[config.mk]
export PLATFORM = sky130hd
export DESIGN_NAME = read_req_queue
export DESIGN_NICKNAME = d
export VERILOG_FILES = /design/src/common/mem_model_pkg.sv /design/src/queue/read_req_queue.sv
export VERILOG_INCLUDE_DIRS = /design/src /design/src/common
export SDC_FILE = /design/constraint.sdc
export NUM_CORES = 1
export LEC_CHECK = 0
export BUFFER_PORTS_ARGS = -buffer_cell sky130_fd_sc_hd__buf_2
export CORE_MARGIN = 2
export CORE_UTILIZATION = 49
export CTS_BUF_LIST = sky130_fd_sc_hd__clkbuf_8
export DETAILED_ROUTE_END_ITERATION = 6
export PLACE_DENSITY_LB_ADDON = 0.05
export SYNTH_ARGS = -nofsm -noshare
export SYNTH_HDL_FRONTEND = slang
export SYNTH_SLANG_ARGS = --single-unit
[constraint.sdc]
create_clock -name clk -period 2 [get_ports clk]
set_input_delay 0.1 -clock clk [delete_from_list [all_inputs] [get_ports clk]]
set_output_delay 0.1 -clock clk [all_outputs]
set_load 0.03 [all_outputs]
[src/common/mem_model_settings.svh]
`ifndef MEM_MODEL_SETTINGS_SVH
`define MEM_MODEL_SETTINGS_SVH

// byte address on the command ports
`define ADDR_WIDTH 32

// one data word is one store word
`define WORD_BYTES 8

// word store
`define MEM_DEPTH 256
`define WORD_ADDR_WIDTH 8

// burst length counts beats minus one
`define LEN_WIDTH 4

// bandwidth throttle
`define SHARE_WIDTH 8
`define BUCKET_WIDTH 16
`define SCALE_FACTOR 4   // cost of one beat
`define MAX_PORTS 2      // drain multiplier

// request queues
`define QUEUE_DEPTH 4
`define QUEUE_PTR_WIDTH 2

`endif

[src/common/mem_model_pkg.sv]
package mem_model_pkg;

`include "mem_model_settings.svh"

   // byte address and store index
   typedef logic [`ADDR_WIDTH-1:0]      addr_t;
   typedef logic [`WORD_ADDR_WIDTH-1:0] word_addr_t;

   // payload
   typedef logic [`WORD_BYTES*8-1:0]    data_t;
   typedef logic [`WORD_BYTES-1:0]      mask_t;   // one enable per byte
   typedef logic [`LEN_WIDTH-1:0]       len_t;

   // throttle
   typedef logic [`SHARE_WIDTH-1:0]     share_t;
   typedef logic [`BUCKET_WIDTH-1:0]    bucket_t;

   // which requester is tested first this cycle
   typedef enum logic {
      PHASE_RD_FIRST = 1'b0,
      PHASE_WR_FIRST = 1'b1
   } phase_e;

endpackage

[src/queue/read_req_queue.sv]
`include "mem_model_settings.svh"

module read_req_queue import mem_model_pkg::*; #(
   parameter addr_t mem_addr_start = '0
) (
   input  logic       clk,
   input  logic       reset,
   input  logic       cmd_rd,
   input  addr_t      rd_addr,
   input  len_t       rd_len,
   output logic       rd_ready,
   output logic       head_vld,
   output word_addr_t head_index,
   output len_t       head_len,
   input  logic       grant
);

   localparam int OFFSET_BITS = $clog2(`WORD_BYTES);
   localparam logic [`QUEUE_PTR_WIDTH:0] FULL_COUNT = `QUEUE_DEPTH;

   word_addr_t q_index [`QUEUE_DEPTH];
   len_t       q_len   [`QUEUE_DEPTH];

   logic [`QUEUE_PTR_WIDTH-1:0] wr_ptr;
   logic [`QUEUE_PTR_WIDTH-1:0] rd_ptr;
   logic [`QUEUE_PTR_WIDTH:0]   count;
   addr_t                       offset;
   logic                        push;
   logic                        pop;

   assign offset   = rd_addr - mem_addr_start;
   assign rd_ready = (count != FULL_COUNT);
   assign push     = cmd_rd && rd_ready;
   assign pop      = grant;   // store latches the data on the same edge

   assign head_vld   = (count != '0);
   assign head_index = q_index[rd_ptr];
   assign head_len   = q_len[rd_ptr];

   // payload slots
   always_ff @(posedge clk) begin
      if (push) begin
         q_index[wr_ptr] <= offset[OFFSET_BITS +: `WORD_ADDR_WIDTH];
         q_len[wr_ptr]   <= rd_len;
      end
   end

   always_ff @(posedge clk or negedge reset) begin
      if (!reset) begin
         wr_ptr <= '0;
         rd_ptr <= '0;
         count  <= '0;
      end else begin
         if (push) wr_ptr <= wr_ptr + 1'b1;
         if (pop) rd_ptr <= rd_ptr + 1'b1;
         case ({push, pop})
            2'b10:   count <= count + 1'b1;
            2'b01:   count <= count - 1'b1;
            default: count <= count;
         endcase
      end
   end

   // throttle must only grant a queued read
   a_no_pop_empty: assert property (@(posedge clk) disable iff (!reset)
      pop |-> (count != '0))
      else $error("read queue popped while empty");

endmodule

Word-level counts from Yosys, hierarchy flattened
Memories as Yosys holds them, arrays and structs flattened.
Index checks and enable logic that the tools add are counted.

cells by class
  muxes and demuxes = 3
  $add $sub $neg = 4
  eq/ne operators = 3
  reduce and logical (&&, ||, !) cells = 3

operators with widths
  kind                                                                   count
  3-bit case mux with 2 select lines                                     1
  2-bit by 1-bit adder with 2-bit output, second input constant          2
  3-bit by 1-bit adder with 3-bit output, second input constant          1
  3-bit != test, second input constant                                   1
  3-bit nonzero test                                                     1
  3-bit by 1-bit subtractor with 3-bit output, second input constant     1
  2-bit by 1-bit equality test with 1-bit output, second input constant  1
  2-bit equality test, second input constant                             1
  1-bit 2-to-1 mux                                                       2
  2-bit nonzero test                                                     1
  1-bit logical AND                                                      1

storage, ports and cells
  memories kept = 2
  input bits = 40
  bits in writable memories = 48
  output and inout bits = 14
  flip-flop bits (word level) = 7

memory list
  memory   depth  bits a word  rd ports  clocked after Yosys merged registers in  write ports  RTL line              source
  q_index  4      8            1         0                                        1            read_req_queue.sv:21  word_addr_t q_index [`QUEUE_DEPTH];
  q_len    4      4            1         0                                        1            read_req_queue.sv:22  len_t q_len [`QUEUE_DEPTH];

Longest topological paths before layout
  word-level depth = 4
  depth in mapped cells = 9
  gate-level depth less buffers = 9

Worst setup path before layout
Ideal clock, no wire load.

  path kind = register to register
  start point = register count[0]
  end point = register count[2]
  arrival time = 2.077 ns
  clock period less this slack = 2.157 ns
  library setup time = 0.079 ns
  path slack = -0.157 ns
  cell stages (with the launch flop) = 10
  path through = dfrtp_1 or3b_4 and2_4 inv_1 ha_1 inv_1 fa_1 xor2_1 nor2_1 xor2_1

on the way
  cells in the longest elaborated chain, start to end = 4
  elaborated cells on any way between the ends = 8

ends and longest elaborated chain
  item                                                                                   RTL line              source
  from (decl)                                                                            read_req_queue.sv:26  logic [`QUEUE_PTR_WIDTH:0] count;
  from (signal assigned)                                                                 read_req_queue.sv:57  2'b10: count <= count + 1'b1;
  from (signal assigned)                                                                 read_req_queue.sv:58  2'b01: count <= count - 1'b1;
  from (signal assigned)                                                                 read_req_queue.sv:59  default: count <= count;
  3-bit != test (*)                                                                      read_req_queue.sv:32  assign rd_ready = (count != FULL_COUNT);
  named net rd_ready                                                                     read_req_queue.sv:11  output logic rd_ready,
  1-bit logical AND (*)                                                                  read_req_queue.sv:33  assign push = cmd_rd && rd_ready;
  2-bit by 1-bit equality test with 1-bit output or 2-bit equality test (tied branches)  read_req_queue.sv:56  case ({push, pop})
  3-bit case mux with 2 select lines or 2-bit nonzero test (tied branches)               -

Mark *: on every way through the listed nets, which the timed path passes. The rest lies on a longest branch.
A chain may end at the register's enable or synchronous reset.

Final worst setup path
  start point = register count[1]
  end point = register count[2]

on the way
  cells in the longest elaborated chain, start to end = 4
  elaborated cells on any way between the ends = 8

ends and longest elaborated chain
  item                                                                                   RTL line
  3-bit != test                                                                          read_req_queue.sv:32
  1-bit logical AND                                                                      read_req_queue.sv:33
  2-bit by 1-bit equality test with 1-bit output or 2-bit equality test (tied branches)  read_req_queue.sv:56
  3-bit case mux with 2 select lines or 2-bit nonzero test (tied branches)               -

Parallel ways exist; a longest one is shown, timed or not.

==> results.cfg <==
[pwr]
total_power_mw = 3.875
comb_power_share_pct = 39.1
p_leak_nw = 0.9788
seq_power_share_pct = 42.7
power.switching_mw = 1.316
clkPwrFrac_pct = 18.3
internal-power_mw = 2.560
sw_frac_of_total_pct = 33.95
p_per_area_nw_per_um2 = 1486
peakVddDrop_mv = 0.7772

[worst_setup_path]
worstPathCellList = or3b_4 > and2_4 > inv_2 > ha_4 > inv_2 > fa_2 > xor2_1 > nor2_1 > xor2_1
cp_top_family = simple AND/OR/NAND/NOR gates
critPathKind = flop to flop
cpPeakStageDelay_ns = 0.42
cp.arrival_ns = 2.24
path_buf_inv = 2
worstSetupStartpointType = flop
crit_slowest_cell = dfrtp_1
required_ns = 2.22
critPathMaxFanout = 3
end_kind = flop

[timing]
final-hold-violation-count = 0
tightest_slew_ns = 0.3394
drv_slew = 0
finalSetupViolCount = 1
period_share_pct = 100.9
fmax_mhz = 495.5
finalClockSkew_ns = 0.01305
rsz0062_at_grt = true
finalHoldWorstSlack_ns = 0.01736
layout_min_cycle_time_ns = 2.018
setup_ws_ns = -0.01831
slew_headroom_pct = 77.37

[global_route]
antenna_found_initial = 0
overflow = 0
grt_usage_pct = 15.32
grt_max_degree = 18
grt_pass1_wl_um = 5499
grt_pass1_vias = 1140

[die]
die_h_um = 70.27
row_count = 24
dieArea_um2 = 4938
dieWidth_um = 70.27
ios = 54
core_area_um2 = 4294
initial_core_util_pct = 50.12

[logic_synthesis]
yosys.area.top_type_share_pct = 66.98
yosysSeqAreaShare_pct = 75.12
synthMostInstantiatedCell = edfxtp_1
synth-edff-count = 48
syn_area_um2 = 2152
yosys_most_used_dff = edfxtp_1
yosysTopAreaCell = edfxtp_1
netlist_top_cells_area = edfxtp_1, mux4_2, dfrtp_1
netlist-cell-type-count = 18
synthCells = 99
ys_seq_elements = 55
synthTopCellsByCount = edfxtp_1, mux4_2, dfrtp_1
ys.warnings.count = 0
syn-mean-instance-area_um2 = 21.74
synth_nets = 145
synth-async-reset-ratio_pct = 12.73

[worst_hold_path]
hp-class = input port to flop

[detailed_routing]
vias_per_cell = 5.050
drc = 0
wire_per_inst_um = 17.03
first_pass_iters = 4
via_count = 1015
dr.first_iter.drc_count = 95
ant_nets = 0
routed_wl_um = 3424

[clocking]
cts_root_buf = clkbuf_8
cts_max_path_buffers = 2
path_clk_slew_ns = 0.10
cts_buffers = 5
cts_tree = done
cts.sinks = 55
clkLatencyLatePin_ns = 0.31
cts-resized-gates = 0
htreeDepth = 2

[layout]
utilization_pct = 60.72
fin_nets = 194
syn2layout_area_growth_pct = 21.16
drive_gt1_share_pct = 46.31
fillers = 322
diodes = 0

[placed_design]
gp_congestion = 0.7183
place_ws_ns = -0.03739
hpwl_um = 2300
portBuffers = 29

[flow_run]
cap_violations = 0

[outcome]
violations = setup timing
status = complete, but fails checks
[final cells by class]
cell class	count	area (um^2)	area share, %
flip-flops and latches	55	1617	62.00
well taps	52	65.06	2.495
multi-input cells	35	510.5	19.58
repair buffers	45	282.8	10.84
clock buffers	5	68.82	2.639
inverters	6	22.52	0.8637
clock inverters	3	41.29	1.583
[routing by layer]
layer  global-route usage (%)  routed length (um)
met1                    18.65                1405
met2                    26.62                1868
met3                    4.329                 120
met4                    4.487                  30
met5                        0                   0
[power by group through the flow]
stage / sequential (mW) / clock [mW] / combinational [mW]
after global placement: 1.66 / 0 / 1.49
after global routing: 1.68 / 0.775 / 1.65
after detailed placement: 1.68 / 0 / 1.52
final: 1.65 / 0.708 / 1.51
after floorplan: 1.63 / 0 / 1.13
after CTS: 1.66 / 0.718 / 1.55
[worst paths after layout]
kind	slack [ns]	from	cells after the start	to
setup / recovery	-0.02	count[1]	9	count[2]
hold / removal	0.02	rd_addr[8]	1	q_index[3][5]
setup reg to reg	-0.02	count[1]	9	count[2]
hold reg to reg	0.55	count[2]	2	count[2]
max in group asynchronous	1.69	reset	2	wr_ptr[1]
min in group asynchronous	0.15	reset	2	count[2]
[cell usage in the layout (no fill, tap or decap), drive strengths merged, types with 3 or more instances in the layout]
cell and n:
xor2 3, xnor2 3, dlygate4sd3 7, ha 5, edfxtp 48, mux4 12
dfrtp 7, and3 4, clkbuf 5, buf 38, inv 7
[per-stage QoR]
step	setup TNS (ns)	instance area [um^2]	instances
2_1_floorplan	-0.05054	2167	99
3_3_place_gp	-0.02275	2412	184
3_5_place_dp	-0.03739	2412	184
4_1_cts	-0.01036	2567	197
5_1_grt	-0.1297	2608	201
6_report	-0.01831	2608	201
[flip-flops by register name (all words and copies together), names as in the netlist]
signal and flops:
count 3, q_index 32, q_len 16, rd_ptr 2, wr_ptr 2
[logic make-up after synthesis]
group	count (synthesis)	synth area share [%]
buf+inv	9	1.861
fa+ha+maj	6	3.837
simple gates	9	3.023
mux	14	13.72
flops	55	75.12
xor+xnor	6	2.442
[what timing repair did]
action | 4_1_cts | 5_1_grt
hold endpoints to repair | 12 | 14
gates cloned | 0 | 0
setup buffers | 2 | 0
setup endpoints to repair | 1 | 1
hold buffers | 3 | 4
pin swaps | 6 | 0
Power figures use the tool's default switching activity.
