<file path="src/common/mem_model_settings.svh">
`ifndef MEM_MODEL_SETTINGS_SVH
`define MEM_MODEL_SETTINGS_SVH

// byte address on the command ports
`define ADDR_WIDTH 32

// one data word is one store word
`define WORD_BYTES 8

// word store
`define MEM_DEPTH 256
`define WORD_ADDR_WIDTH 8

// burst length counts beats minus one
`define LEN_WIDTH 4

// bandwidth throttle
`define SHARE_WIDTH 8
`define BUCKET_WIDTH 16
`define SCALE_FACTOR 4   // cost of one beat
`define MAX_PORTS 2      // drain multiplier

// request queues
`define QUEUE_DEPTH 4
`define QUEUE_PTR_WIDTH 2

`endif

</file>
<file path="src/common/mem_model_pkg.sv">
package mem_model_pkg;

`include "mem_model_settings.svh"

   // byte address and store index
   typedef logic [`ADDR_WIDTH-1:0]      addr_t;
   typedef logic [`WORD_ADDR_WIDTH-1:0] word_addr_t;

   // payload
   typedef logic [`WORD_BYTES*8-1:0]    data_t;
   typedef logic [`WORD_BYTES-1:0]      mask_t;   // one enable per byte
   typedef logic [`LEN_WIDTH-1:0]       len_t;

   // throttle
   typedef logic [`SHARE_WIDTH-1:0]     share_t;
   typedef logic [`BUCKET_WIDTH-1:0]    bucket_t;

   // which requester is tested first this cycle
   typedef enum logic {
      PHASE_RD_FIRST = 1'b0,
      PHASE_WR_FIRST = 1'b1
   } phase_e;

endpackage

</file>
<file path="src/queue/write_req_queue.sv">
`include "mem_model_settings.svh"

module write_req_queue import mem_model_pkg::*; #(
   parameter addr_t mem_addr_start = '0
) (
   input  logic       clk,
   input  logic       reset,
   input  logic       cmd_wr,
   input  addr_t      wr_addr,
   input  data_t      wr_data,
   input  mask_t      wr_mask,
   input  len_t       wr_len,
   output logic       wr_ready,
   output logic       head_vld,
   output word_addr_t head_index,
   output data_t      head_data,
   output mask_t      head_mask,
   output len_t       head_len,
   input  logic       grant,
   output logic       wrresp_vld
);

   localparam int OFFSET_BITS = $clog2(`WORD_BYTES);
   localparam logic [`QUEUE_PTR_WIDTH:0] FULL_COUNT = `QUEUE_DEPTH;

   word_addr_t q_index [`QUEUE_DEPTH];
   data_t      q_data  [`QUEUE_DEPTH];
   mask_t      q_mask  [`QUEUE_DEPTH];
   len_t       q_len   [`QUEUE_DEPTH];

   logic [`QUEUE_PTR_WIDTH-1:0] wr_ptr;
   logic [`QUEUE_PTR_WIDTH-1:0] rd_ptr;
   logic [`QUEUE_PTR_WIDTH:0]   count;
   addr_t                       offset;
   logic                        push;
   logic                        pop;

   assign offset   = wr_addr - mem_addr_start;   // byte offset into the store
   assign wr_ready = (count != FULL_COUNT);
   assign push     = cmd_wr && wr_ready;
   assign pop      = grant;

   // head of the queue
   assign head_vld   = (count != '0);
   assign head_index = q_index[rd_ptr];
   assign head_data  = q_data[rd_ptr];
   assign head_mask  = q_mask[rd_ptr];
   assign head_len   = q_len[rd_ptr];

   always_ff @(posedge clk) begin
      if (push) begin
         q_index[wr_ptr] <= offset[OFFSET_BITS +: `WORD_ADDR_WIDTH];
         q_data[wr_ptr]  <= wr_data;
         q_mask[wr_ptr]  <= wr_mask;
         q_len[wr_ptr]   <= wr_len;
      end
   end

   always_ff @(posedge clk or negedge reset) begin
      if (!reset) begin
         wr_ptr     <= '0;
         rd_ptr     <= '0;
         count      <= '0;
         wrresp_vld <= 1'b0;
      end else begin
         if (push) wr_ptr <= wr_ptr + 1'b1;
         if (pop) rd_ptr <= rd_ptr + 1'b1;
         case ({push, pop})
            2'b10:   count <= count + 1'b1;
            2'b01:   count <= count - 1'b1;
            default: count <= count;
         endcase
         wrresp_vld <= pop;   // ack one cycle after the store write
      end
   end

   // an accepted write never lands on the occupied head slot
   a_no_push_full: assert property (@(posedge clk) disable iff (!reset)
      push |-> !(head_vld && wr_ptr == rd_ptr))
      else $error("write queue accepted a command while full");

endmodule

</file>
<file path="config.mk">
export PLATFORM = sky130hd
export DESIGN_NAME = write_req_queue
export DESIGN_NICKNAME = d
export VERILOG_FILES = /design/src/common/mem_model_pkg.sv /design/src/queue/write_req_queue.sv
export VERILOG_INCLUDE_DIRS = /design/src /design/src/common
export SDC_FILE = /design/constraint.sdc
export NUM_CORES = 1
export LEC_CHECK = 0
export BUFFER_PORTS_ARGS = -buffer_cell sky130_fd_sc_hd__buf_2
export CORE_ASPECT_RATIO = 2
export CORE_MARGIN = 10
export CORE_UTILIZATION = 30
export DETAILED_ROUTE_END_ITERATION = 6
export SLEW_MARGIN = 20
export SYNTH_ARGS = -nofsm -noshare
export SYNTH_HDL_FRONTEND = slang
export SYNTH_SLANG_ARGS = --single-unit
</file>
<file path="constraint.sdc">
create_clock -name clk -period 3.1 [get_ports clk]
set_clock_uncertainty 0.1 [all_clocks]
set_input_delay 0.465 -clock clk [delete_from_list [all_inputs] [get_ports clk]]
set_output_delay 0.465 -clock clk [all_outputs]
set_load 0.01 [all_outputs]
</file>
; Word level (Yosys, flattened, before mapping)
; Memories as Yosys holds them, arrays and structs flattened.
; Cells that the tools add are included.
[op_classes]
n_addsub = 4
n_eq_ne = 3
muxes = 3
reduce_logical = 3
[ops]
columns = cell, count
row1 = $pmux W3 S2, 1
row2 = $add A2 B1 Y2 const B, 2
row3 = $add A3 B1 Y3 const B, 1
row4 = $ne A3 B3 Y1 const B, 1
row5 = $reduce_bool A3 Y1, 1
row6 = $sub A3 B1 Y3 const B, 1
row7 = $eq A2 B1 Y1 const B, 1
row8 = $eq A2 B2 Y1 const B, 1
row9 = $mux W1, 2
row10 = $reduce_bool A2 Y1, 1
row11 = $logic_and A1 B1 Y1, 1
[word_totals]
register_bits = 8
ram_bits = 336
in_bits = 112
out_inout_bits = 87
wordCells = 21
mem_count = 4
[memory_table]
columns = name, words, width, read_ports, rd_ports_with_merged_regs, wr, line
row1 = q_data, 4, 64, 1, 0, 1, write_req_queue.sv:27  ; data_t q_data [`QUEUE_DEPTH];
row2 = q_index, 4, 8, 1, 0, 1, write_req_queue.sv:26  ; word_addr_t q_index [`QUEUE_DEPTH];
row3 = q_mask, 4, 8, 1, 0, 1, write_req_queue.sv:28  ; mask_t q_mask [`QUEUE_DEPTH];
row4 = q_len, 4, 4, 1, 0, 1, write_req_queue.sv:29  ; len_t q_len [`QUEUE_DEPTH];

; Depth between registers and ports, before layout
; Gate-level depths: netlist of run 1.
[logic_depth]
depth_word = 4
depth_mapped = 9
depth_no_buf = 9

; Worst setup path before layout of run 1
; OpenSTA, ideal clock, no wires.
[synth_path]
path_type = register to register
from = reg count[2]
to = mem q_data[0][0] in the netlist's numbering (enable)
setup_time_ns = 0.405
arrival_time_ns = 1.765
required_ns = 2.595
slack_ns = 0.831
stages_incl_launch_ff = 3
path_buffers = 0
period_less_slack_ns = 2.269
path_cell_list = dfrtp_1 -> or3b_4 -> and3_2
[synth_via]
elab_chain_len = 4
[synth_lines]
columns = element, line
row1 = start: declaration, write_req_queue.sv:33  ; logic [`QUEUE_PTR_WIDTH:0] count;
row2 = start signal: assignment, write_req_queue.sv:69  ; 2'b10: count <= count + 1'b1;
row3 = start signal: assignment, write_req_queue.sv:70  ; 2'b01: count <= count - 1'b1;
row4 = start signal: assignment, write_req_queue.sv:71  ; default: count <= count;
row5 = $ne A3 B3 Y1, write_req_queue.sv:39  ; assign wr_ready = (count != FULL_COUNT);
row6 = net wr_ready, write_req_queue.sv:13  ; output logic wr_ready,
row7 = $logic_and A1 B1 Y1, write_req_queue.sv:40  ; assign push = cmd_wr && wr_ready;
row8 = $mux W1, write_req_queue.sv:51  ; if (push) begin
row9 = $mux W1 (not written as such), write_req_queue.sv:53  ; q_data[wr_ptr] <= wr_data;
row10 = end: declaration, write_req_queue.sv:27
; The timed path passes the listed nets, and every way through them passes these cells.

; Final worst setup path of run 1
[layout_path]
from = reg rd_ptr[1]
to = out head_data[17]
[layout_via]
elab_chain_len = 1
[layout_lines]
columns = element, line
row1 = start: declaration, write_req_queue.sv:32  ; logic [`QUEUE_PTR_WIDTH-1:0] rd_ptr;
row2 = start signal: assignment, write_req_queue.sv:67  ; if (pop) rd_ptr <= rd_ptr + 1'b1;
row3 = $mem_v2 Z4 W64, --
row4 = end: declaration, write_req_queue.sv:16  ; output data_t head_data,
; No other way between the ends.

==> results of run 1 <==
registers in the layout, indices dropped and copies added, names as in the netlist:
| register | count |
|---|---|
| count | 3 |
| rd_ptr | 2 |
| q_data | 256 |
| wrresp_vld | 1 |
| q_len | 16 |
| wr_ptr | 2 |
| q_mask | 32 |
| q_index | 32 |
final timing paths:
kind	start	endpoint	slack (ns)	cells after the start
worst max register to register	count[0]	count[2]	0.82	9
worst min register to register	count[2]	count[2]	0.41	1
worst max-delay path	rd_ptr[1]	head_data[17]	0.28	3
worst min-delay path	wr_data[18]	q_data[0][18]	0.03	1
min in group asynchronous	reset	rd_ptr[0]	0.18	2
max in group asynchronous	reset	rd_ptr[1]	2.51	2
logic make-up after synthesis:
logic type,after synthesis
xor+xnor,6
simple gates,9
buf+inv,25
mux,86
flops,344
fa+ha+maj,6
layout make-up:
type                       instances  share of cell area (%)
sequential                       344                    64.2
multi-input combinational        107                    13.3
inverter                           6                   0.140
clock inverter                    21                    1.44
clock buffer                      35                    4.93
timing repair buffer             265                    11.8
tap                              540                    4.21
cell usage in the layout (no fill, tap or decap):
cell type,instances
and2_4,1
and3_4,4
buf_12,11
buf_2,174
buf_4,2
bufinv_16,5
clkbuf_1,4
clkbuf_16,31
clkinv_1,8
clkinv_2,5
clkinv_4,1
dfrtp_1,6
dfrtp_4,2
dlygate4sd3_1,78
edfxtp_1,336
fa_1,1
ha_1,5
inv_1,6
inv_6,2
mux2_4,1
mux2i_1,1
mux4_2,84
nand2_1,1
nor2_1,1
or3_2,1
or3b_4,1
xnor2_1,3
xor2_1,3
power breakdown:
part	switching, mW	internal, mW
Clock	1.60	2.24
Sequential	0.288	6.14
Combinational	2.38	2.04
stage by stage:
stage	std cells	area (um2)	utilization, %
6_report	1318	16000	38.5
5_1_grt	1318	16000	38.5
4_1_cts	1318	16000	38.5
3_5_place_dp	1184	14200	34.2
3_3_place_gp	1184	14200	34.2
2_1_floorplan	476	12600	-
what timing repair did:
| action | 4_1_cts | 5_1_grt |
|---|---|---|
| buffers inserted | 0 | 0 |
| hold buffers | 78 | 0 |
| hold endpoints to repair | 308 | 0 |
per-layer routing:
layer	GRT usage, %	share of wire, %	up-vias
met3	2.26	5.3	39
met5	0	0.13	-
met4	3.45	2.2	6
met1	11.2	36	3078
li1	-	-	2598
met2	20.0	57	139
worst max-delay path, delay by kind of cell, from the launching register on:
family | cells | cell delay, ns
buf+inv | 2 | 0.54
flops | 1 | 0.75
mux | 1 | 0.39
==> impl_metrics.csv, run 1 <==
group,metric,value,unit
power_and_ir_drop,ir_worst_vdd,0.704,mV
placement,io_buffers,174,
logic_synthesis,synth_top_family_by_area,"multiplexers",
clock_network,cts_resized,0,
layout,multi_input_area,2130,um2
layout,antenna_cells,0,
logic_synthesis,synth_xor_xnor_area_share,0.419,%
floorplan,die-area,50900,um2
floorplan,die_y,309,um
logic_synthesis,synth-main-ff-cell,"edfxtp_1",
run,drv_cap,0,
setup_path,arrival,2.25,ns
grt,grt_overflow,0,
floorplan,start_util,30.1,%
logic_synthesis,synthAdderAreaFrac,0.658,%
timing,period_minus_slack,2.82,ns
logic_synthesis,synth_common_cells,"336 x edfxtp_1, 84 x mux4_2, 11 x buf_2",
timing,rsz0062_at_grt,"no",
power_and_ir_drop,leakagePower,5.46,nW
clock_network,path_clk_slew,0.07,ns
logic_synthesis,ys_seq_area_share,82.0,%
grt,track_usage,10.6,%
power_and_ir_drop,power,14.7,mW
logic_synthesis,yosys_register_bits,344,
route,drt.antenna.violating_nets,0,
logic_synthesis,yosysTopAreaCell,"edfxtp_1",
setup_path,start_kind,"flip-flop",
logic_synthesis,synthTopCellsByArea,"edfxtp_1 80%, mux4_2 15%, dfrtp_1 1.6%, ha_1 0.50%, buf_6 0.45%",
floorplan,ioPinCount,199,
route,dr_total_vias,5860,
logic_synthesis,ys_warn_count,0,
route,firstDrtPassIters,4,
status,outcome,"finished, final reports clean",
clock_network,cts_buffers,30,
logic_synthesis,synth_compound_area_share,0,%
layout,nFillCells,3782,
timing,fmaxAchievable,0.355,GHz
grt,grt_max_degree,56,
logic_synthesis,ys_async_sr_fraction,2.33,%
timing,relSlewSlack,60.2,%
logic_synthesis,synth_top_area_share,80.4,%
logic_synthesis,synth.distinct_cells,19,
logic_synthesis,synth_fp_nets,594,
logic_synthesis,netlist_area,12600,um2
clock_network,cts-root-buf,"clkbuf_16",
setup_path,critPathMaxStageDelay,0.75,ns
logic_synthesis,synthMuxAreaShare,15.3,%
setup_path,critPathSlowestCell,"dfrtp_4",
worst_hold_path,hold_path.class,"input port to flip-flop",
grt,antenna_found_initial,4,
clock_network,cts_buffer_depth,3,
route,wl_per_cell,20.5,um
timing,fin_ws,0.281,ns
timing,hold_ws,0.0299,ns
setup_path,crit_path_end_kind,"output pin",
layout,drive_gt1_share,41.8,%
logic_synthesis,synth_edf_count,336,
route,totalWireLength,27.1,mm
clock_network,cts.htree.levels,1,
floorplan,dieWidth,165,um
setup_path,crit_type,"flip-flop to output pin",
setup_path,worstPathCellList,"buf_4 -> mux4_2 -> buf_2",
route,drt-initial-drc-count,268,
timing,slew_viol_final,0,
placement,pre_cts_ws,0.796,ns
logic_synthesis,synth_cells,476,
clock_network,cts.sinks,344,
layout,syn_to_final_growth,27.8,%
floorplan,row_count,106,
logic_synthesis,yosys.area_share.simple,0.518,%
grt,first_global_vias,6742,
timing,setup_viol,0,
timing,tightest_slew,0.596,ns
setup_path,cp_max_fo,26,
route,drc,0,
logic_synthesis,syn_area_per_cell,26.4,um2
logic_synthesis,synth.most_common_cell,"edfxtp_1",
setup_path,worstPathRequired,2.53,ns
layout,regArea,10300,um2
layout,finalNetCount,872,
timing,setup_tns,0,ns
grt,grt_pass1_wl,40.8,mm
clock_network,insertion_delay,0.56,ns
route,vias_per_cell,4.45,
floorplan,design.core.area,41600,um2
timing,fin_crit_sh,90.9,%
clock_network,cts_tree,"built",
placement,dp_hpwl,17.0,mm
placement,finalWeightedCongestion,0.698,
timing,hold_viol,0,
power_and_ir_drop,power_density,916,nW/um2
Note: power is estimated with default switching activity, not from simulation.
==> inputs of run 2 (changes only) <==
CTS_BUF_LIST = sky130_fd_sc_hd__clkbuf_4   (was default)
GPL_TIMING_DRIVEN = 0   (was default)
==> impl_metrics.csv, run 2 (synthesis results as in run 1) <==
group,metric,value,unit
status,outcome,"finished, final reports clean",
grt,antenna_found_initial,4,
setup_path,critPathTopFamily,"buffers and inverters",
grt,grt_max_degree,44,
timing,tightest_slew,0.714,ns
power_and_ir_drop,ir_worst_vdd,0.612,mV
timing,fmaxAchievable,0.339,GHz
setup_path,crit_start,"rd_ptr[0]",
setup_path,reg2reg_from,"count[1]",
clock_network,cts-root-buf,"clkbuf_4",
worst_hold_path,hold_path.class,"input port to flip-flop",
setup_path,r2r_slack,0.78,ns
setup_path,crit_end,"head_data[18]",
floorplan,die-area,50900,um2
route,totalWireLength,28.3,mm
clock_network,path_clk_slew,0.06,ns
setup_path,worstPathCellList,"buf_2 -> buf_2 -> mux4_2 -> buf_2",
floorplan,die_y,309,um
route,wl_per_cell,19.8,um
clock_network,cts_buffer_depth,3,
floorplan,row_count,106,
setup_path,worst-path-buf-inv,3,
setup_path,arrival,2.39,ns
timing,rsz0062_at_grt,"yes",
timing,hold_ws,0.350,ns
grt,grt_overflow,0,
clock_network,cts_tree,"built",
power_and_ir_drop,power,14.8,mW
grt,grt_pass1_wl,43.3,mm
timing,period_minus_slack,2.95,ns
clock_network,cts.sinks,344,
run,drv_cap,0,
setup_path,crit_type,"flip-flop to output pin",
floorplan,design.core.area,41600,um2
timing,hold_viol,0,
setup_path,critPathSlowestCell,"mux4_2",
power_and_ir_drop,leakagePower,5.71,nW
setup_path,r2r-end,"count[2]",
layout,layout_common_cells,"336 x edfxtp_1, 182 x buf_2, 115 x clkbuf_4",
layout,multi_input_area,2130,um2
placement,pre_cts_ws,0.760,ns
layout,finalNetCount,946,
clock_network,cts.htree.levels,3,
timing,setup_viol,0,
floorplan,dieWidth,165,um
layout,top_register,"q_data",
layout,regArea,10300,um2
layout,nFillCells,3828,
floorplan,start_util,30.1,%
route,vias_per_cell,4.39,
timing,slew_viol_final,0,
timing,fin_crit_sh,95.3,%
floorplan,ioPinCount,199,
setup_path,cp_num_cells,4,
grt,first_global_vias,7395,
route,drt-initial-drc-count,214,
setup_path,crit_path_end_kind,"output pin",
setup_path,reg2reg_depth,9,
layout,largest_registers,"q_data (256), q_index (32), q_mask (32)",
route,firstDrtPassIters,4,
layout,drive_gt1_share,47.6,%
route,drt.antenna.violating_nets,0,
layout,syn_to_final_growth,30.1,%
layout,final_util,39.2,%
timing,relSlewSlack,52.4,%
placement,dp_hpwl,18.2,mm
setup_path,start_kind,"flip-flop",
route,drc,0,
route,dr_total_vias,6297,
setup_path,worstPathRequired,2.53,ns
power_and_ir_drop,power_density,904,nW/um2
timing,fin_ws,0.147,ns
layout,layout_commonest_cell,"edfxtp_1",
setup_path,critPathMaxStageDelay,0.59,ns
placement,finalWeightedCongestion,0.666,
grt,track_usage,11.5,%
clock_network,cts_setup_buffers,0,
layout,largest_register_ffs,256,
clock_network,insertion_delay,0.75,ns
setup_path,cp_max_fo,10,
clock_network,cts_buffers,80,
placement,io_buffers,174,
setup_path,cp_common_cell,"buf_2",
## run 2: worst min path at each step
stage                         start           to  cells after the start
after floorplan               reset     count[0]                      0
after global placement        reset    rd_ptr[0]                      1
after detailed placement      reset   wrresp_vld                      1
after CTS                 wr_len[2]  q_len[3][2]                      2
after global routing          grant   wrresp_vld                      2
final                         grant   wrresp_vld                      2
## run 2: final cells by class
| type | instances | share of cell area [%] |
|---|---|---|
| sequential | 344 | 63.0 |
| clock inverter | 29 | 1.33 |
| multi-input combinational | 107 | 13.1 |
| tap | 540 | 4.14 |
| clock buffer | 114 | 5.24 |
| buffer | 19 | 0.965 |
| antenna | 5 | 0.0766 |
| inverter | 6 | 0.138 |
| timing repair buffer | 270 | 12.1 |
## run 2: routing by layer
metal,up-vias,track usage (%),share of wire [%],wire length [um]
met5,-,0,0.046,13
met4,2,6.14,3.5,988
met3,62,3.37,6.1,1740
met2,184,21.1,56,15900
met1,3240,11.2,34,9720
li1,2809,-,-,-
## run 2: power breakdown
part	leakage (nW)	internal (mW)	switching, mW
Clock	0.626	1.97	1.76
Sequential	3.17	6.13	0.198
Combinational	1.91	2.17	2.54
Total	5.71	10.3	4.49
## run 2: through the flow
| stage | std cells | TNS (ns) | instance area (um2) |
|---|---|---|---|
| 2_1_floorplan | 476 | 0 | 12600 |
| 3_3_place_gp | 1190 | -39.13 | 14100 |
| 3_5_place_dp | 1198 | 0 | 14300 |
| 4_1_cts | 1429 | -1.35 | 16300 |
| 5_1_grt | 1432 | -1.08 | 16300 |
| 6_report | 1434 | 0 | 16300 |
## run 2: what timing repair did
action	in CTS	in global routing
gates cloned	0	0
hold endpoints to repair	352	0
resized for setup	4	8
hold buffers	88	0
setup endpoints to repair	67	64
## run 2: worst register-to-register path: stages, from the launching register on
cell     delay [ns]
dfrtp_1        0.41
or3b_4         0.45
and2_4         0.20
inv_1          0.07
ha_1           0.18
inv_1          0.06
fa_1           0.37
xor2_1         0.16
nor2_1         0.11
xor2_1         0.15
