==> config.mk <==
export PLATFORM = sky130hd
export DESIGN_NAME = bandwidth_throttle
export DESIGN_NICKNAME = d
export VERILOG_FILES = /design/src/common/mem_model_pkg.sv /design/src/source/bandwidth_throttle.sv
export VERILOG_INCLUDE_DIRS = /design/src /design/src/common
export SDC_FILE = /design/constraint.sdc
export NUM_CORES = 1
export LEC_CHECK = 0
export ABC_AREA = 1
export BUFFER_PORTS_ARGS = -buffer_cell sky130_fd_sc_hd__buf_2
export CAP_MARGIN = 5
export CORE_MARGIN = 1
export CORE_UTILIZATION = 62
export DETAILED_ROUTE_END_ITERATION = 8
export MAX_ROUTING_LAYER = met4
export PLACE_DENSITY = 0.82
export SETUP_SLACK_MARGIN = 0.15
export SLEW_MARGIN = 20
export SYNTH_ARGS = -nofsm -noshare
export SYNTH_HDL_FRONTEND = slang
export SYNTH_SLANG_ARGS = --single-unit
==> constraint.sdc <==
create_clock -name clk -period 5.6 [get_ports clk]
set_input_delay 0.56 -clock clk [delete_from_list [all_inputs] [get_ports clk]]
set_output_delay 0.56 -clock clk [all_outputs]
set_load 0.03 [all_outputs]
==> src/common/mem_model_settings.svh <==
`ifndef MEM_MODEL_SETTINGS_SVH
`define MEM_MODEL_SETTINGS_SVH

// byte address on the command ports
`define ADDR_WIDTH 32

// one data word is one store word
`define WORD_BYTES 8

// word store
`define MEM_DEPTH 256
`define WORD_ADDR_WIDTH 8

// burst length counts beats minus one
`define LEN_WIDTH 4

// bandwidth throttle
`define SHARE_WIDTH 8
`define BUCKET_WIDTH 16
`define SCALE_FACTOR 4   // cost of one beat
`define MAX_PORTS 2      // drain multiplier

// request queues
`define QUEUE_DEPTH 4
`define QUEUE_PTR_WIDTH 2

`endif

==> src/common/mem_model_pkg.sv <==
package mem_model_pkg;

`include "mem_model_settings.svh"

   // byte address and store index
   typedef logic [`ADDR_WIDTH-1:0]      addr_t;
   typedef logic [`WORD_ADDR_WIDTH-1:0] word_addr_t;

   // payload
   typedef logic [`WORD_BYTES*8-1:0]    data_t;
   typedef logic [`WORD_BYTES-1:0]      mask_t;   // one enable per byte
   typedef logic [`LEN_WIDTH-1:0]       len_t;

   // throttle
   typedef logic [`SHARE_WIDTH-1:0]     share_t;
   typedef logic [`BUCKET_WIDTH-1:0]    bucket_t;

   // which requester is tested first this cycle
   typedef enum logic {
      PHASE_RD_FIRST = 1'b0,
      PHASE_WR_FIRST = 1'b1
   } phase_e;

endpackage

==> src/source/bandwidth_throttle.sv <==
`include "mem_model_settings.svh"

module bandwidth_throttle import mem_model_pkg::*; (
   input  logic   clk,
   input  logic   reset,
   input  share_t bw_share,
   input  logic   wr_head_vld,
   input  len_t   wr_len,
   input  logic   rd_head_vld,
   input  len_t   rd_len,
   output logic   wr_grant,
   output logic   rd_grant
);

   // one spare bit to see a wrap of the bucket
   localparam int LEVEL_WIDTH = `BUCKET_WIDTH + 1;
   typedef logic [LEVEL_WIDTH-1:0] level_t;

   bucket_t bucket_q;
   phase_e  phase_q;
   level_t  drain;
   level_t  level;
   logic    first_vld;
   logic    second_vld;
   level_t  first_cost;
   level_t  second_cost;
   logic    first_grant;
   logic    second_grant;

   function automatic level_t charge(len_t len);
      return level_t'((int'(len) + 1) * `SCALE_FACTOR);
   endfunction

   assign drain = level_t'(`MAX_PORTS * bw_share);

   // requester with priority goes first
   assign first_vld   = (phase_q == PHASE_RD_FIRST) ? rd_head_vld : wr_head_vld;
   assign second_vld  = (phase_q == PHASE_RD_FIRST) ? wr_head_vld : rd_head_vld;
   assign first_cost  = (phase_q == PHASE_RD_FIRST) ? charge(rd_len) : charge(wr_len);
   assign second_cost = (phase_q == PHASE_RD_FIRST) ? charge(wr_len) : charge(rd_len);

   always_comb begin
      // drain, floored at zero
      if (level_t'(bucket_q) < drain) level = '0;
      else level = level_t'(bucket_q) - drain;

      first_grant = first_vld && (level < drain);
      if (first_grant) level = level + first_cost;

      second_grant = second_vld && (level < drain);   // sees the updated level
      if (second_grant) level = level + second_cost;
   end

   assign rd_grant = (phase_q == PHASE_RD_FIRST) ? first_grant : second_grant;
   assign wr_grant = (phase_q == PHASE_RD_FIRST) ? second_grant : first_grant;

   always_ff @(posedge clk or negedge reset) begin
      if (!reset) begin
         bucket_q <= '0;
         phase_q  <= PHASE_RD_FIRST;
      end else begin
         bucket_q <= level[`BUCKET_WIDTH-1:0];
         phase_q  <= (phase_q == PHASE_RD_FIRST) ? PHASE_WR_FIRST : PHASE_RD_FIRST;
      end
   end

   // grants only for a valid head in the queues
   a_grant_vld: assert property (@(posedge clk) disable iff (!reset)
      (wr_grant |-> wr_head_vld) and (rd_grant |-> rd_head_vld))
      else $error("grant given without a valid queue head");

   // spare bit is set by a wrap in either direction
   a_no_overflow: assert property (@(posedge clk) disable iff (!reset)
      !level[`BUCKET_WIDTH])
      else $error("bucket level wrapped outside its width");

endmodule

Yosys cells after proc, flatten, opt, wreduce, memory -nomap -nowiden
Index checks and enable logic that the tools add are counted.

word-level totals
  output and inout bits = 2
  input bits = 20
  flip-flop bits (word level) = 17

operators by class
  reduce and logical (&&, ||, !) cells = 2
  $add $sub $neg = 5
  muxes and demuxes = 10
  $lt $le $gt $ge = 3

operator list
  operator                                                       number
  17-bit 2-to-1 mux                                              3
  17-bit by 9-bit less-than comparator with 1-bit output         2
  17-bit adder                                                   1
  16-bit by 9-bit subtractor with 17-bit output                  1
  16-bit by 7-bit adder with 16-bit output                       1
  16-bit by 9-bit less-than comparator with 1-bit output         1
  16-bit 2-to-1 mux                                              1
  4-bit by 1-bit adder with 5-bit output, second input constant  2
  7-bit 2-to-1 mux                                               1
  1-bit 2-to-1 mux                                               5
  1-bit logical AND                                              2

Depth between registers and ports, before layout
Gate-level depths: netlist of the first run.

  depth after elaboration = 8
  mapped depth = 36
  depth with buffers taken out = 34

Worst setup path after synthesis of the first run
OpenSTA, ideal clock, no wires.

  kind = in2out
  from = in bw_share[0]
  to = out rd_grant
  data required time = 5.040 ns
  path buffers = 1
  stages = 29
  data arrival time = 4.835 ns
  setup slack = 0.205 ns
  path through = ha_1 > inv_1 > fa_1 > nand2_1 > nand2_1 > nand3_2 > nand3_4 > buf_6 > o21ai_0 > a21oi_1 > ha_1 > a21oi_1 > o211ai_1 > nor2_1 > nand2_1 > nor2_1 > nand2_1 > nor2_4 > nand3_1 > nand2_1 > nand2_1 > ha_1 > a2111oi_0 > nand2_1 > a31oi_1 > nand3_1 > nor3_2 > nand3b_2 > o21ai_1

on the way
  word-level cells in the longest chain between the ends = 8
  elaborated cells on any way between the ends = 10
  those cells by class = 2 x add/sub; 3 x order compare; 3 x mux; 2 x reduce/logical

ends and longest elaborated chain
  item                                                                                                                            line                                                source
  start: declaration                                                                                                              bandwidth_throttle.sv:6                             input share_t bw_share,
  16-bit by 9-bit subtractor with 17-bit output / 16-bit by 9-bit less-than comparator with 1-bit output (equally long branches)  bandwidth_throttle.sv:45, bandwidth_throttle.sv:44
  17-bit 2-to-1 mux                                                                                                               bandwidth_throttle.sv:44                            if (level_t'(bucket_q) < drain) level = '0;
  17-bit by 9-bit less-than comparator with 1-bit output                                                                          bandwidth_throttle.sv:47                            first_grant = first_vld && (level < drain);
  1-bit logical AND                                                                                                               bandwidth_throttle.sv:47
  17-bit 2-to-1 mux                                                                                                               bandwidth_throttle.sv:48                            if (first_grant) level = level + first_cost;
  17-bit by 9-bit less-than comparator with 1-bit output                                                                          bandwidth_throttle.sv:50                            second_grant = second_vld && (level < drain);
  1-bit logical AND                                                                                                               bandwidth_throttle.sv:50
  1-bit 2-to-1 mux (*)                                                                                                            bandwidth_throttle.sv:54                            assign rd_grant = (phase_q == PHASE_RD_FIRST) ? first_grant : second_grant;
  end: declaration                                                                                                                bandwidth_throttle.sv:12                            output logic rd_grant

Every way passes the cells marked *; elsewhere a longest branch is shown, timed or not.

Final worst setup path of the first run
  from = in bw_share[7]
  to = out rd_grant

Same word-level chain as after synthesis.

==> results list, run 1 <==
- Largest voltage drop on the vdd net: 0.000333 V
- Number of buffers inserted by hold repair at cts: 0
- Later-pin clock latency in the skew report: around 260 ps
* Proportion of layout cells with a drive suffix above 1: 22.8%
- Antenna violations before repair: 0
* Detailed placement HPWL: 5390 um
- Among cell families on the critical path, the largest total delay comes from simple AND/OR/NAND/NOR gates.
* Top area cells in the synthesized netlist: sky130_fd_sc_hd__nand2_1 19%, sky130_fd_sc_hd__ha_1 16%, sky130_fd_sc_hd__dfrtp_1 15%, sky130_fd_sc_hd__inv_1 10%, sky130_fd_sc_hd__nand3_1 6.5%
- Fmax achieved: 0.184 GHz
* Kind of launch point of the worst setup path: input pin
- At the worst endpoint, the arrival time is ~5000 ps.
* Worst Path Max Fanout: 6
- GR Util met3: 3.04%
- Die X: 67.2 um
- Global routing consumed, on the met1 layer, 44.7% of the routing resources.
* GRT met2 Usage: 51.6%
* FF/Latch Area: 400 um^2
- Total Wirelength: 7910 um
- The max-slew violation count came to 0.
* I/O pin total: 22
- Fin cells: roughly 530
- Of all cell types, the one taking the most synthesized area is sky130_fd_sc_hd__nand2_1.
* Kind of end point of the critical path: primary output
- Most common cell type on the critical path: sky130_fd_sc_hd__nand2_1
* # Max-Cap Violations: 0
- Counting every net in the synthesized netlist gives 488.
- Global-route wire length before repair: roughly 11,000 um
* Top_reg_cell synth: sky130_fd_sc_hd__dfrtp_1
- Most Used Layer, Global Route: met2
- Fraction of the yosys area taken by sequential cells: between 10% and 20%
* Setup repair after global routing missed its margin: true
- TritonCTS created 3 clock buffers.
- Outcome: finished, final reports clean
* Worst max-slew margin expressed relative to the limit: 65.0%
* Synthesis-stage register bit count: 16
- For the finished layout, the period the worst path requires is 5420 ps.
* Proportion of synthesized flip-flops having asynchronous set or reset: 100%
* Area share of the largest cell type after synthesis: around 20%
* Worst hold-check path type: input pin to asynchronous set/reset pin
- CTS tree: yes
* Most common library cell in the layout ignoring fill and taps: sky130_fd_sc_hd__nand2_1
* Number of DRC violations after detailed-routing iteration 0: ~250
- At the pin with the least slew margin, the transition time is 522 ps.
- Post-route ant nets: 0
* Detailed-routing iteration count for the pre-antenna-repair pass: 6
- Row count: 23
- EDFF count, synth: 0
- Number of sinks driven by the clock tree: 16
* Via count of the first global-routing pass: 2,426
- Vias post-DR: 3,035
- Launching point of the worst reg2reg path: bucket_q[1]
* Crit. Startpoint: bw_share[7]
- Number of buffers on the longest clock path: 2
* Count of input and output buffers: 21
- Count of fill cells added during filler insertion: roughly 290
- Core region area: 4030 um^2
* Placed insts: between 500 and 600
- In this run the power density over the cells is 635 nW/um^2.
* Part of the cycle the worst path needs: 96.8%
- Vertical die dimension: 67.2 um
- Yosys mapped the design onto 36 distinct sky130hd cell types.
- Once the floorplan was initialized, standard cells occupied 65.5% of the core.
- Summing all multi-input logic gate instances after layout gives between 2000 and 2500 um^2.
- Cell with the largest stage delay on the worst path: sky130_fd_sc_hd__ha_4
- Setup slack, reg-to-reg: 790 ps
- CTS built an H-tree with a depth of 1.
- For this run, the total global-route usage over all layers was measured as 32.3%.
* Ant. Diodes: 0
* Data required, critical path: just over 5000 ps
- Final hold violation count: 0
* Number of buffer and inverter stages on the critical path: 3
* Number of standard cells after synthesis: 433
- Average detailed-routed wire length per instance: 15.0 um
- Post-route DRC violation count: 0
- The tree is rooted in a sky130_fd_sc_hd__clkbuf_8.
- Net total in the final layout: 534
- After global routing the overflow that remains totals 0.
- After synthesis the cells add up to 2640 um^2.
- The largest single stage delay on the critical path is around 330 ps.
- After clock tree synthesis, the clock-pin slew on the worst setup and hold paths is 70 ps.
* Final setup fails: 0
- For the final database, setup skew stands at 4.58 ps.
- In the routed layout, each cell is associated on average with a via count of 5.75.
- The critical path is of the input pin to primary output type.
- Leakage power: 1.80 nW
- During synthesis, Yosys emitted a total of 0 warnings.
* Total power of the final layout: between 2 and 2.5 mW
- DIE AREA: around 4500 um^2
- Pin count of the biggest net entering global routing: 17
- In this run the mean area of a mapped cell was 6.09 um^2.
* Weighted congestion at the end of routability-driven global placement: 0.939
* Top library cells by usage in the layout, fill and taps aside: 132 x sky130_fd_sc_hd__nand2_1, 67 x sky130_fd_sc_hd__inv_1, 35 x sky130_fd_sc_hd__nor2_1
- Synth-to-layout area growth: 23.6%
-- cells in the mapped netlist (2+ instances only) --
master / count
sky130_fd_sc_hd__nand3_2: 6
sky130_fd_sc_hd__a21oi_1: 18
sky130_fd_sc_hd__nor2_2: 4
sky130_fd_sc_hd__inv_2: 4
sky130_fd_sc_hd__nor3_1: 3
sky130_fd_sc_hd__nand3b_1: 4
sky130_fd_sc_hd__fa_1: 2
sky130_fd_sc_hd__o21bai_1: 3
sky130_fd_sc_hd__nand4_1: 7
sky130_fd_sc_hd__ha_1: 33
sky130_fd_sc_hd__dfrtp_1: 16
sky130_fd_sc_hd__nor2_1: 35
sky130_fd_sc_hd__xor2_1: 11
sky130_fd_sc_hd__xnor2_1: 2
sky130_fd_sc_hd__o21ai_0: 14
sky130_fd_sc_hd__nor2_4: 2
sky130_fd_sc_hd__nand2_1: 137
sky130_fd_sc_hd__nand2_2: 5
sky130_fd_sc_hd__nand3_1: 34
sky130_fd_sc_hd__o21ai_1: 5
sky130_fd_sc_hd__inv_1: 72
sky130_fd_sc_hd__a31oi_1: 2
-- repair_timing --
item,CTS,global route
endpoints found under the setup margin,2,2
setup buffers,2,17
cloned,0,1
pin swaps,1,24
resized for setup,8,44
-- worst reg2reg max path: cells and delay by family, from the launching register on --
kind	cells	cell delay (ps)
simple gates	18	1850
flops	1	360
xor+xnor	1	160
fa+ha+maj	4	950
buf+inv	8	690
compound gates	5	680
-- final cells by class --
| cell class | count | area share, % |
|---|---|---|
| Clock buffer | 4 | 1.69 |
| Timing Repair Buffer | 44 | 8.91 |
| Sequential cell | 16 | 12.3 |
| Multi-Input combinational cell | 337 | 66.1 |
| Inverter | 77 | 9.10 |
| Tap cell | 50 | 1.92 |
-- power breakdown --
group / internal, mW / total [mW] / switching [mW] / leakage (nW)
combinational: 0.689 / 1.74 / 1.05 / 1.59
clock: 0.0627 / 0.110 / 0.0477 / 0.0288
sequential: 0.169 / 0.220 / 0.0513 / 0.180
total: 0.920 / 2.07 / 1.15 / 1.80
-- metal layers --
layer | up-vias | wire length (um)
met2 | 159 | 3770
met3 | 33 | 640
li1 | 1470 | -
met1 | 1373 | 3270
met4 | 0 | 218
met5 | - | 0
-- cell families after synthesis --
kind of cell | after synthesis | share of synthesized area [%]
xor+xnor | 13 | 4.32
simple gates | 242 | 41.5
fa+ha+maj | 35 | 17.2
buf+inv | 81 | 12.0
compound gates | 46 | 9.87
flops | 16 | 15.2
-- through the flow --
stage	setup slack (ps)	TNS [ps]	cell area [um^2]	utilization, %	hold slack, ps
finish	177	0	3260	80.9	217
global route	-113	-200	3260	80.9	249
CTS	180	0	2920	72.4	227
detailed placement	-14.2	-23.1	2810	69.7	503
global placement	147	0	2810	69.7	502
floorplan	205	0	2640	-	264
-- path summary, 6_finish.rpt --
kind	end	cells past startpoint
setup / recovery	rd_grant	29
hold / removal	bucket_q[6]	1
setup reg to reg	bucket_q[7]	36
hold reg to reg	bucket_q[15]	2
max in group asynchronous	bucket_q[15]	1
min in group clk	bucket_q[15]	2
-- flip-flops by register name, summed over array words and instances (netlist names) --
name	count
bucket_q	15
phase_q	1
Note: power is estimated with default switching activity, not from simulation.
==> inputs of run 2 (changes only) <==
==> constraint.sdc (replaced) <==
create_clock -name clk -period 5.8 [get_ports clk]
set_input_delay 0.58 -clock clk [delete_from_list [all_inputs] [get_ports clk]]
set_output_delay 0.58 -clock clk [all_outputs]
set_load 0.03 [all_outputs]
==> results list, run 2 (synthesized netlist as in run 1, its figures left out) <==
- The run finished with clean final reports.
- CTS tree: yes
* Global-route wire length before repair: 10,900 um (+1.0%)
- The data required time at the worst endpoint is 5220 ps (+180 ps).
- Most common library cell in the layout ignoring fill and taps: sky130_fd_sc_hd__nand2_1
* Delay of the slowest critical-path stage: 380 ps (+50 ps)
- Post-route cell area: 3160 um^2 (-2.9%)
- Combined global-route utilization of all metal layers: 32.3% (-0.069 points)
- STA classifies the critical path startpoint as a flop.
- Ant. Diodes: 0 (unchanged)
* Fmax achieved: 0.184 GHz
* Clock-pin slew on the worst setup and hold paths: 80 ps (about the same)
- Flip-flop count of the largest register after layout: 15 (unchanged)
- The height of the die came to 67.2 um (unchanged).
* Worst Path Max Fanout: 7 (+1)
* Pin count of the biggest net entering global routing: 17 (unchanged)
- The critical path arrival is 4870 ps (about the same).
* Number of DRC violations after detailed-routing iteration 0: 255 (+2.8%)
* Synth-to-layout area growth: 20.0%
* Worst hold-check path type: input pin to asynchronous set/reset pin
* Antenna violations before repair: 0 (unchanged)
* Setup repair after global routing missed its margin: true
* Pins over their slew limit: 0 (unchanged)
* DIE AREA: 4520 um^2 (unchanged)
* Cell with the largest stage delay on the worst path: sky130_fd_sc_hd__dfrtp_1
- Placed cell areas: 2800 um^2 (-0.27%)
- Number of buffers on the longest clock path: 2 (unchanged)
* Total overflow reported by the global router: 0 (unchanged)
* Weighted congestion at the end of routability-driven global placement: 0.967 (+3.0%)
- The sum of negative setup slack was 0 ps (unchanged).
- The smallest clock period supported by the final layout is computed as roughly 5400 ps.
- The final routed DRC violation total came to 0 (unchanged).
- The power density relative to cell area is 614 nW/um^2 (-3.3%).
- The slew at the pin closest to its max-slew limit is 445 ps (-76.6 ps).
- The I/O pin total was 22 (unchanged).
- Leaving out fill and tap cells, the most frequent cells in the layout are 131 x sky130_fd_sc_hd__nand2_1, 64 x sky130_fd_sc_hd__inv_1, 35 x sky130_fd_sc_hd__nor2_1.
- Proportion of layout cells with a drive suffix above 1: 22.5% (-0.35 points)
- The largest registers in the layout are bucket_q: 15 flops, phase_q: 1 flops.
- The final antenna-violating net count was 0 (unchanged).
- Via count of the first global-routing pass: 2,547 (+5.0%)
- Die X: 67.2 um (unchanged)
* Leakage power: 1.77 nW (-1.9%)
* Class of the most critical setup path: flop to primary output
- Number of sinks driven by the clock tree: 16 (unchanged)
* Largest voltage drop on the vdd net: 0.000301 V (-9.7%)
- The total clock buffers created by CTS is 3 (unchanged).
- The post-detailed-placement half-perimeter wirelength came to 5310 um (-1.4%).
- The most numerous cell type found on the critical path is sky130_fd_sc_hd__nand2_1.
* Kind of end point of the critical path: primary output
- The number of port buffers came to 21 (unchanged).
- The worst relative slew slack was 70.0% (+5.1 points).
- The core area came to 4030 um^2 (unchanged).
* Later-pin clock latency in the skew report: 260 ps (about the same)
- The final net count was 528 (-1.1%).
- Final setup fails: 0 (unchanged)
- Worst Clk Skew: 7.10 ps (+2.52 ps)
- Vias post-DR: 2,941 (-3.1%)
- # Max-Cap Violations: 0 (unchanged)
- Clock Root Buffer: sky130_fd_sc_hd__clkbuf_8
- Average detailed-routed wire length per instance: 14.4 um (-4.0%)
- Total Wirelength: 7500 um (-5.1%)
- Final hold violation count: 0 (unchanged)
- The number of vias per cell after detailed routing is 5.63 (-2.0%).
* Number of H-tree levels: 1 (unchanged)
- The number of standard-cell rows in the floorplan came to 23 (unchanged).
* Detailed-routing iteration count for the pre-antenna-repair pass: 6 (unchanged)
- Counting flops per register, the top entry is bucket_q.
- Initial core utilization: 65.5% (unchanged)
- Part of the cycle the worst path needs: 93.9%
==> run 2: changes by cell type in the layout (fill, tap and decap cells not counted), sizes merged <==
cell	before	now
clkinvlp	2	0
buf	44	38
inv	75	77
==> run 2: cell type report <==
| cell class | count | area, um^2 |
|---|---|---|
| multi-input combinational | 337 | 2100 |
| clock buffer | 4 | 55.1 |
| timing repair buffer | 38 | 249 |
| inverter | 77 | 297 |
| fill | 299 | 865 |
| sequential | 16 | 400 |
| tap | 50 | 62.6 |
==> run 2: critical path: cells and delay by family, from the launching register on <==
| kind | cells | cell delay, ps |
|---|---|---|
| AND/OR/NAND/NOR | 17 | 1920 |
| adder cells (fa/ha/maj) | 4 | 1110 |
| AO/OA/AOI/OAI | 5 | 850 |
| flip-flops | 1 | 380 |
| buffers and inverters | 4 | 340 |
==> run 2: final timing paths <==
| kind | start | end | slack [ps] | depth (start not counted) |
|---|---|---|---|---|
| worst max register to register | bucket_q[1] | bucket_q[2] | 980 | 32 |
| max in group asynchronous | reset | bucket_q[9] | 5260 | 1 |
| min in group clk | bucket_q[15] | bucket_q[15] | 610 | 2 |
| worst min-delay path | reset | bucket_q[6] | 240 | 1 |
| worst min register to register | bucket_q[15] | bucket_q[15] | 610 | 2 |
| worst max-delay path | bucket_q[1] | wr_grant | 350 | 30 |
==> run 2: stage by stage <==
stage	power [mW]	worst slack, ps	utilization, %	hold WS, ps	std cells
2_1_floorplan	1.25	365	-	284	433
3_3_place_gp	1.49	253	69.5	523	503
3_5_place_dp	1.53	86.2	69.5	532	503
4_1_cts	1.67	212	71.9	259	507
5_1_grt	2.12	42.4	78.5	267	522
6_report	1.94	354	78.5	244	522
==> run 2: power by group <==
| part | total (mW) | internal (mW) | switching, mW |
|---|---|---|---|
| logic | 1.63 | 0.622 | 1.01 |
| clock network | 0.106 | 0.0604 | 0.0460 |
| registers | 0.205 | 0.163 | 0.0417 |
| total | 1.94 | 0.845 | 1.10 |
==> run 2: per-layer routing <==
metal  part of all wire [%]  vias to the layer above  GRT usage (%)
met5                      0                        -              -
met4                    3.0                        0           10.6
met3                    6.8                       18           2.87
met2                     47                      138           51.5
met1                     43                     1329           42.6
li1                       -                     1456              -
==> run 2: timing repair <==
action / CTS / global route
setup buffers: 0 / 14
pin swaps: 1 / 22
endpoints found under the setup margin: 2 / 2
gates resized for setup: 8 / 50
hold buffers: 0 / 0
gates cloned: 0 / 1
==> inputs of run 3 (changes only) <==
--- a/config.mk
+++ b/config.mk
@@ -9,11 +9,14 @@
 export ABC_AREA = 1
 export BUFFER_PORTS_ARGS = -buffer_cell sky130_fd_sc_hd__buf_2
 export CAP_MARGIN = 5
+export CELL_PAD_IN_SITES_DETAIL_PLACEMENT = 0
+export CELL_PAD_IN_SITES_GLOBAL_PLACEMENT = 2
 export CORE_MARGIN = 1
-export CORE_UTILIZATION = 62
+export CORE_UTILIZATION = 35
 export DETAILED_ROUTE_END_ITERATION = 8
 export MAX_ROUTING_LAYER = met4
-export PLACE_DENSITY = 0.82
+export PLACE_DENSITY_LB_ADDON = 0.1
+export RECOVER_POWER = 50
 export SETUP_SLACK_MARGIN = 0.15
 export SLEW_MARGIN = 20
 export SYNTH_ARGS = -nofsm -noshare
==> constraint.sdc (replaced) <==
create_clock -name clk -period 7.08 [get_ports clk]
set_input_delay 0.708 -clock clk [delete_from_list [all_inputs] [get_ports clk]]
set_output_delay 0.708 -clock clk [all_outputs]
set_load 0.03 [all_outputs]
==> results list, run 3 (synthesized netlist as in run 1, its figures left out) <==
- Fmax achieved: 0.158 GHz
- Via count of the first global-routing pass: 2,506 (-1.6%)
- Delay of the slowest critical-path stage: 460 ps (+80 ps)
* Pins over their slew limit: 0 (unchanged)
* Count of fill cells added during filler insertion: 814 (+170%)
* Initial core utilization: 36.4% (-29 points)
- Pwr/cell area: 469 nW/um^2 (-24%)
- Top library cells by usage in the layout, fill and taps aside: 137 x sky130_fd_sc_hd__nand2_1, 72 x sky130_fd_sc_hd__inv_1, 35 x sky130_fd_sc_hd__nor2_1
- Setup repair after global routing missed its margin: false
* Global-route wire length before repair: 12,200 um (+12%)
- Largest voltage drop on the vdd net: 0.000183 V (-39%)
- After global routing, the most crowded layer is met2.
* Data required, critical path: 6370 ps (+1150 ps)
* Post-cts resize count: 0 (-8)
- Part of the cycle the worst path needs: 89.4%
* Antenna violations before repair: 0 (unchanged)
* Ant. Diodes: 0 (unchanged)
- Pin count of the biggest net entering global routing: 20 (+3)
- # Max-Cap Violations: 0 (unchanged)
- Row count: 31 (+35%)
- Leakage power: 1.65 nW (-6.5%)
- The total global routing overflow came to 0 (unchanged).
- The sum of negative setup slack is 0 ps (unchanged).
- Worst max-slew margin expressed relative to the limit: 32.7% (-37 points)
* Worst Clk Skew: 4.72 ps (-2.39 ps)
* Detailed-routing iteration count for the pre-antenna-repair pass: 4 (-2)
- Post-route ant nets: 0 (unchanged)
- Weighted congestion at the end of routability-driven global placement: 0.827 (-14%)
- DIE AREA: 7890 um^2 (+75%)
- The met3 routing resource usage after global routing is 1.40% (-1.5 points).
* Clock Root Buffer: sky130_fd_sc_hd__clkbuf_8
- Among the stages of the critical path, the cell type that occurs most often is sky130_fd_sc_hd__nand2_1.
- Later-pin clock latency in the skew report: 260 ps (about the same)
* Registers with the most flip-flops: bucket_q: 15 flops, phase_q: 1 flops
* Final hold violation count: 0 (unchanged)
- Measured slew at the worst slew-check pin: 1010 ps (+564 ps)
* Cell with the largest stage delay on the worst path: sky130_fd_sc_hd__a2111oi_0
- Post-route DRC violation count: 0 (unchanged)
- The critical path arrival was 5620 ps (+750 ps).
- The deepest clock path buffer count came to 2 (unchanged).
- Total Wirelength: 7220 um (-3.8%)
* Met1 Track Usage GR: 30.0% (-13 points)
- Die X: 88.8 um (+32%)
* Combined global-route utilization of all metal layers: 21.3% (-11 points)
- The wire length per cell after detailed routing came to 13.1 um (-9.2%).
- The worst setup path is launched from an input pin.
- The total clock buffers created by CTS came to 3 (unchanged).
* Placed cell areas: 2840 um^2 (+1.4%)
* Number of buffers inserted by hold repair at cts: 0 (unchanged)
- The post-CTS clock slew at the launch and capture registers of the worst setup and hold paths was 70 ps (about the same).
* Routed vias/inst: 4.80 (-15%)
* Final critical-path required period: 6330 ps
* Kind of end point of the critical path: primary output
- The buffers inserted during post-CTS setup optimization is 0 (unchanged).
* Number of buffer and inverter stages on the critical path: 3 (-1)
- The ratio of cells with drive above 1 in the final layout was 11.2% (-11 points).
- Core region area: 7250 um^2 (+80%)
* Net total in the final layout: 510 (-3.4%)
- Vias post-DR: 2,657 (-9.7%)
* Outcome: finished, final reports clean
* Flip-flop count of the largest register after layout: 15 (unchanged)
* Vertical die dimension: 88.8 um (+32%)
- Worst Path Max Fanout: 19 (+12)
- Final setup fails: 0 (unchanged)
- The overall power of the completed layout is 1.36 mW (-30%).
* CTS tree: yes
- The number of port buffers came to 21 (unchanged).
* Number of H-tree levels: 1 (unchanged)
- Reg with most FFs: bucket_q
- The post-detailed-placement half-perimeter wirelength was 6270 um (+18%).
- The final design area excluding fillers is 2900 um^2 (-8.4%).
- Delay-heaviest family, CP: simple AND/OR/NAND/NOR gates
- The number of clock sinks was 16 (unchanged).
* Worst hold-check path type: input pin to asynchronous set/reset pin
- The global-route met2 utilization is 33.5% (-18 points).
* Class of the most critical setup path: input pin to primary output
- The I/O pin total came to 22 (unchanged).
* Synth-to-layout area growth: 9.87%
* Most common library cell in the layout ignoring fill and taps: sky130_fd_sc_hd__nand2_1
- Number of DRC violations after detailed-routing iteration 0: 113 (-56%)
-- run 3: where the power goes --
group	internal, mW	switching, mW
Combinational	0.399	0.707
Clock	0.0495	0.0376
Sequential	0.133	0.0335
Total	0.582	0.778
-- run 3: worst paths after layout --
check,from,endpoint,slack [ps],cells past startpoint
max,bw_share[7],wr_grant,750,29
min,reset,bucket_q[6],590,1
max reg2reg,bucket_q[1],bucket_q[6],1970,30
min reg2reg,bucket_q[15],bucket_q[15],630,2
max in group asynchronous,reset,bucket_q[9],5880,1
min in group clk,bucket_q[15],bucket_q[15],630,2
-- run 3: through the flow --
step / util (%) / worst slack, ps / hold WS, ps / std cells
6_report: 40.0 / 749 / 593 / 553
5_1_grt: 40.0 / 151 / 671 / 553
4_1_cts: 39.9 / 640 / 387 / 553
3_5_place_dp: 39.2 / 664 / 612 / 549
3_3_place_gp: 39.2 / 669 / 599 / 549
2_1_floorplan: - / 1390 / 412 / 433
-- run 3: layer usage --
metal / vias to the layer above / wire (um)
li1: 1421 / -
met1: 1188 / 3750
met2: 42 / 3220
met3: 6 / 187
met4: 0 / 65
met5: - / 0
-- run 3: cell type report --
type	count	area, um^2	share of cell area (%)
clock buffers	4	55.1	1.90
well taps	99	124	4.27
inverters	77	289	9.97
flip-flops and latches	16	400	13.8
multi-input cells	336	1930	66.5
repair buffers	21	104	3.58
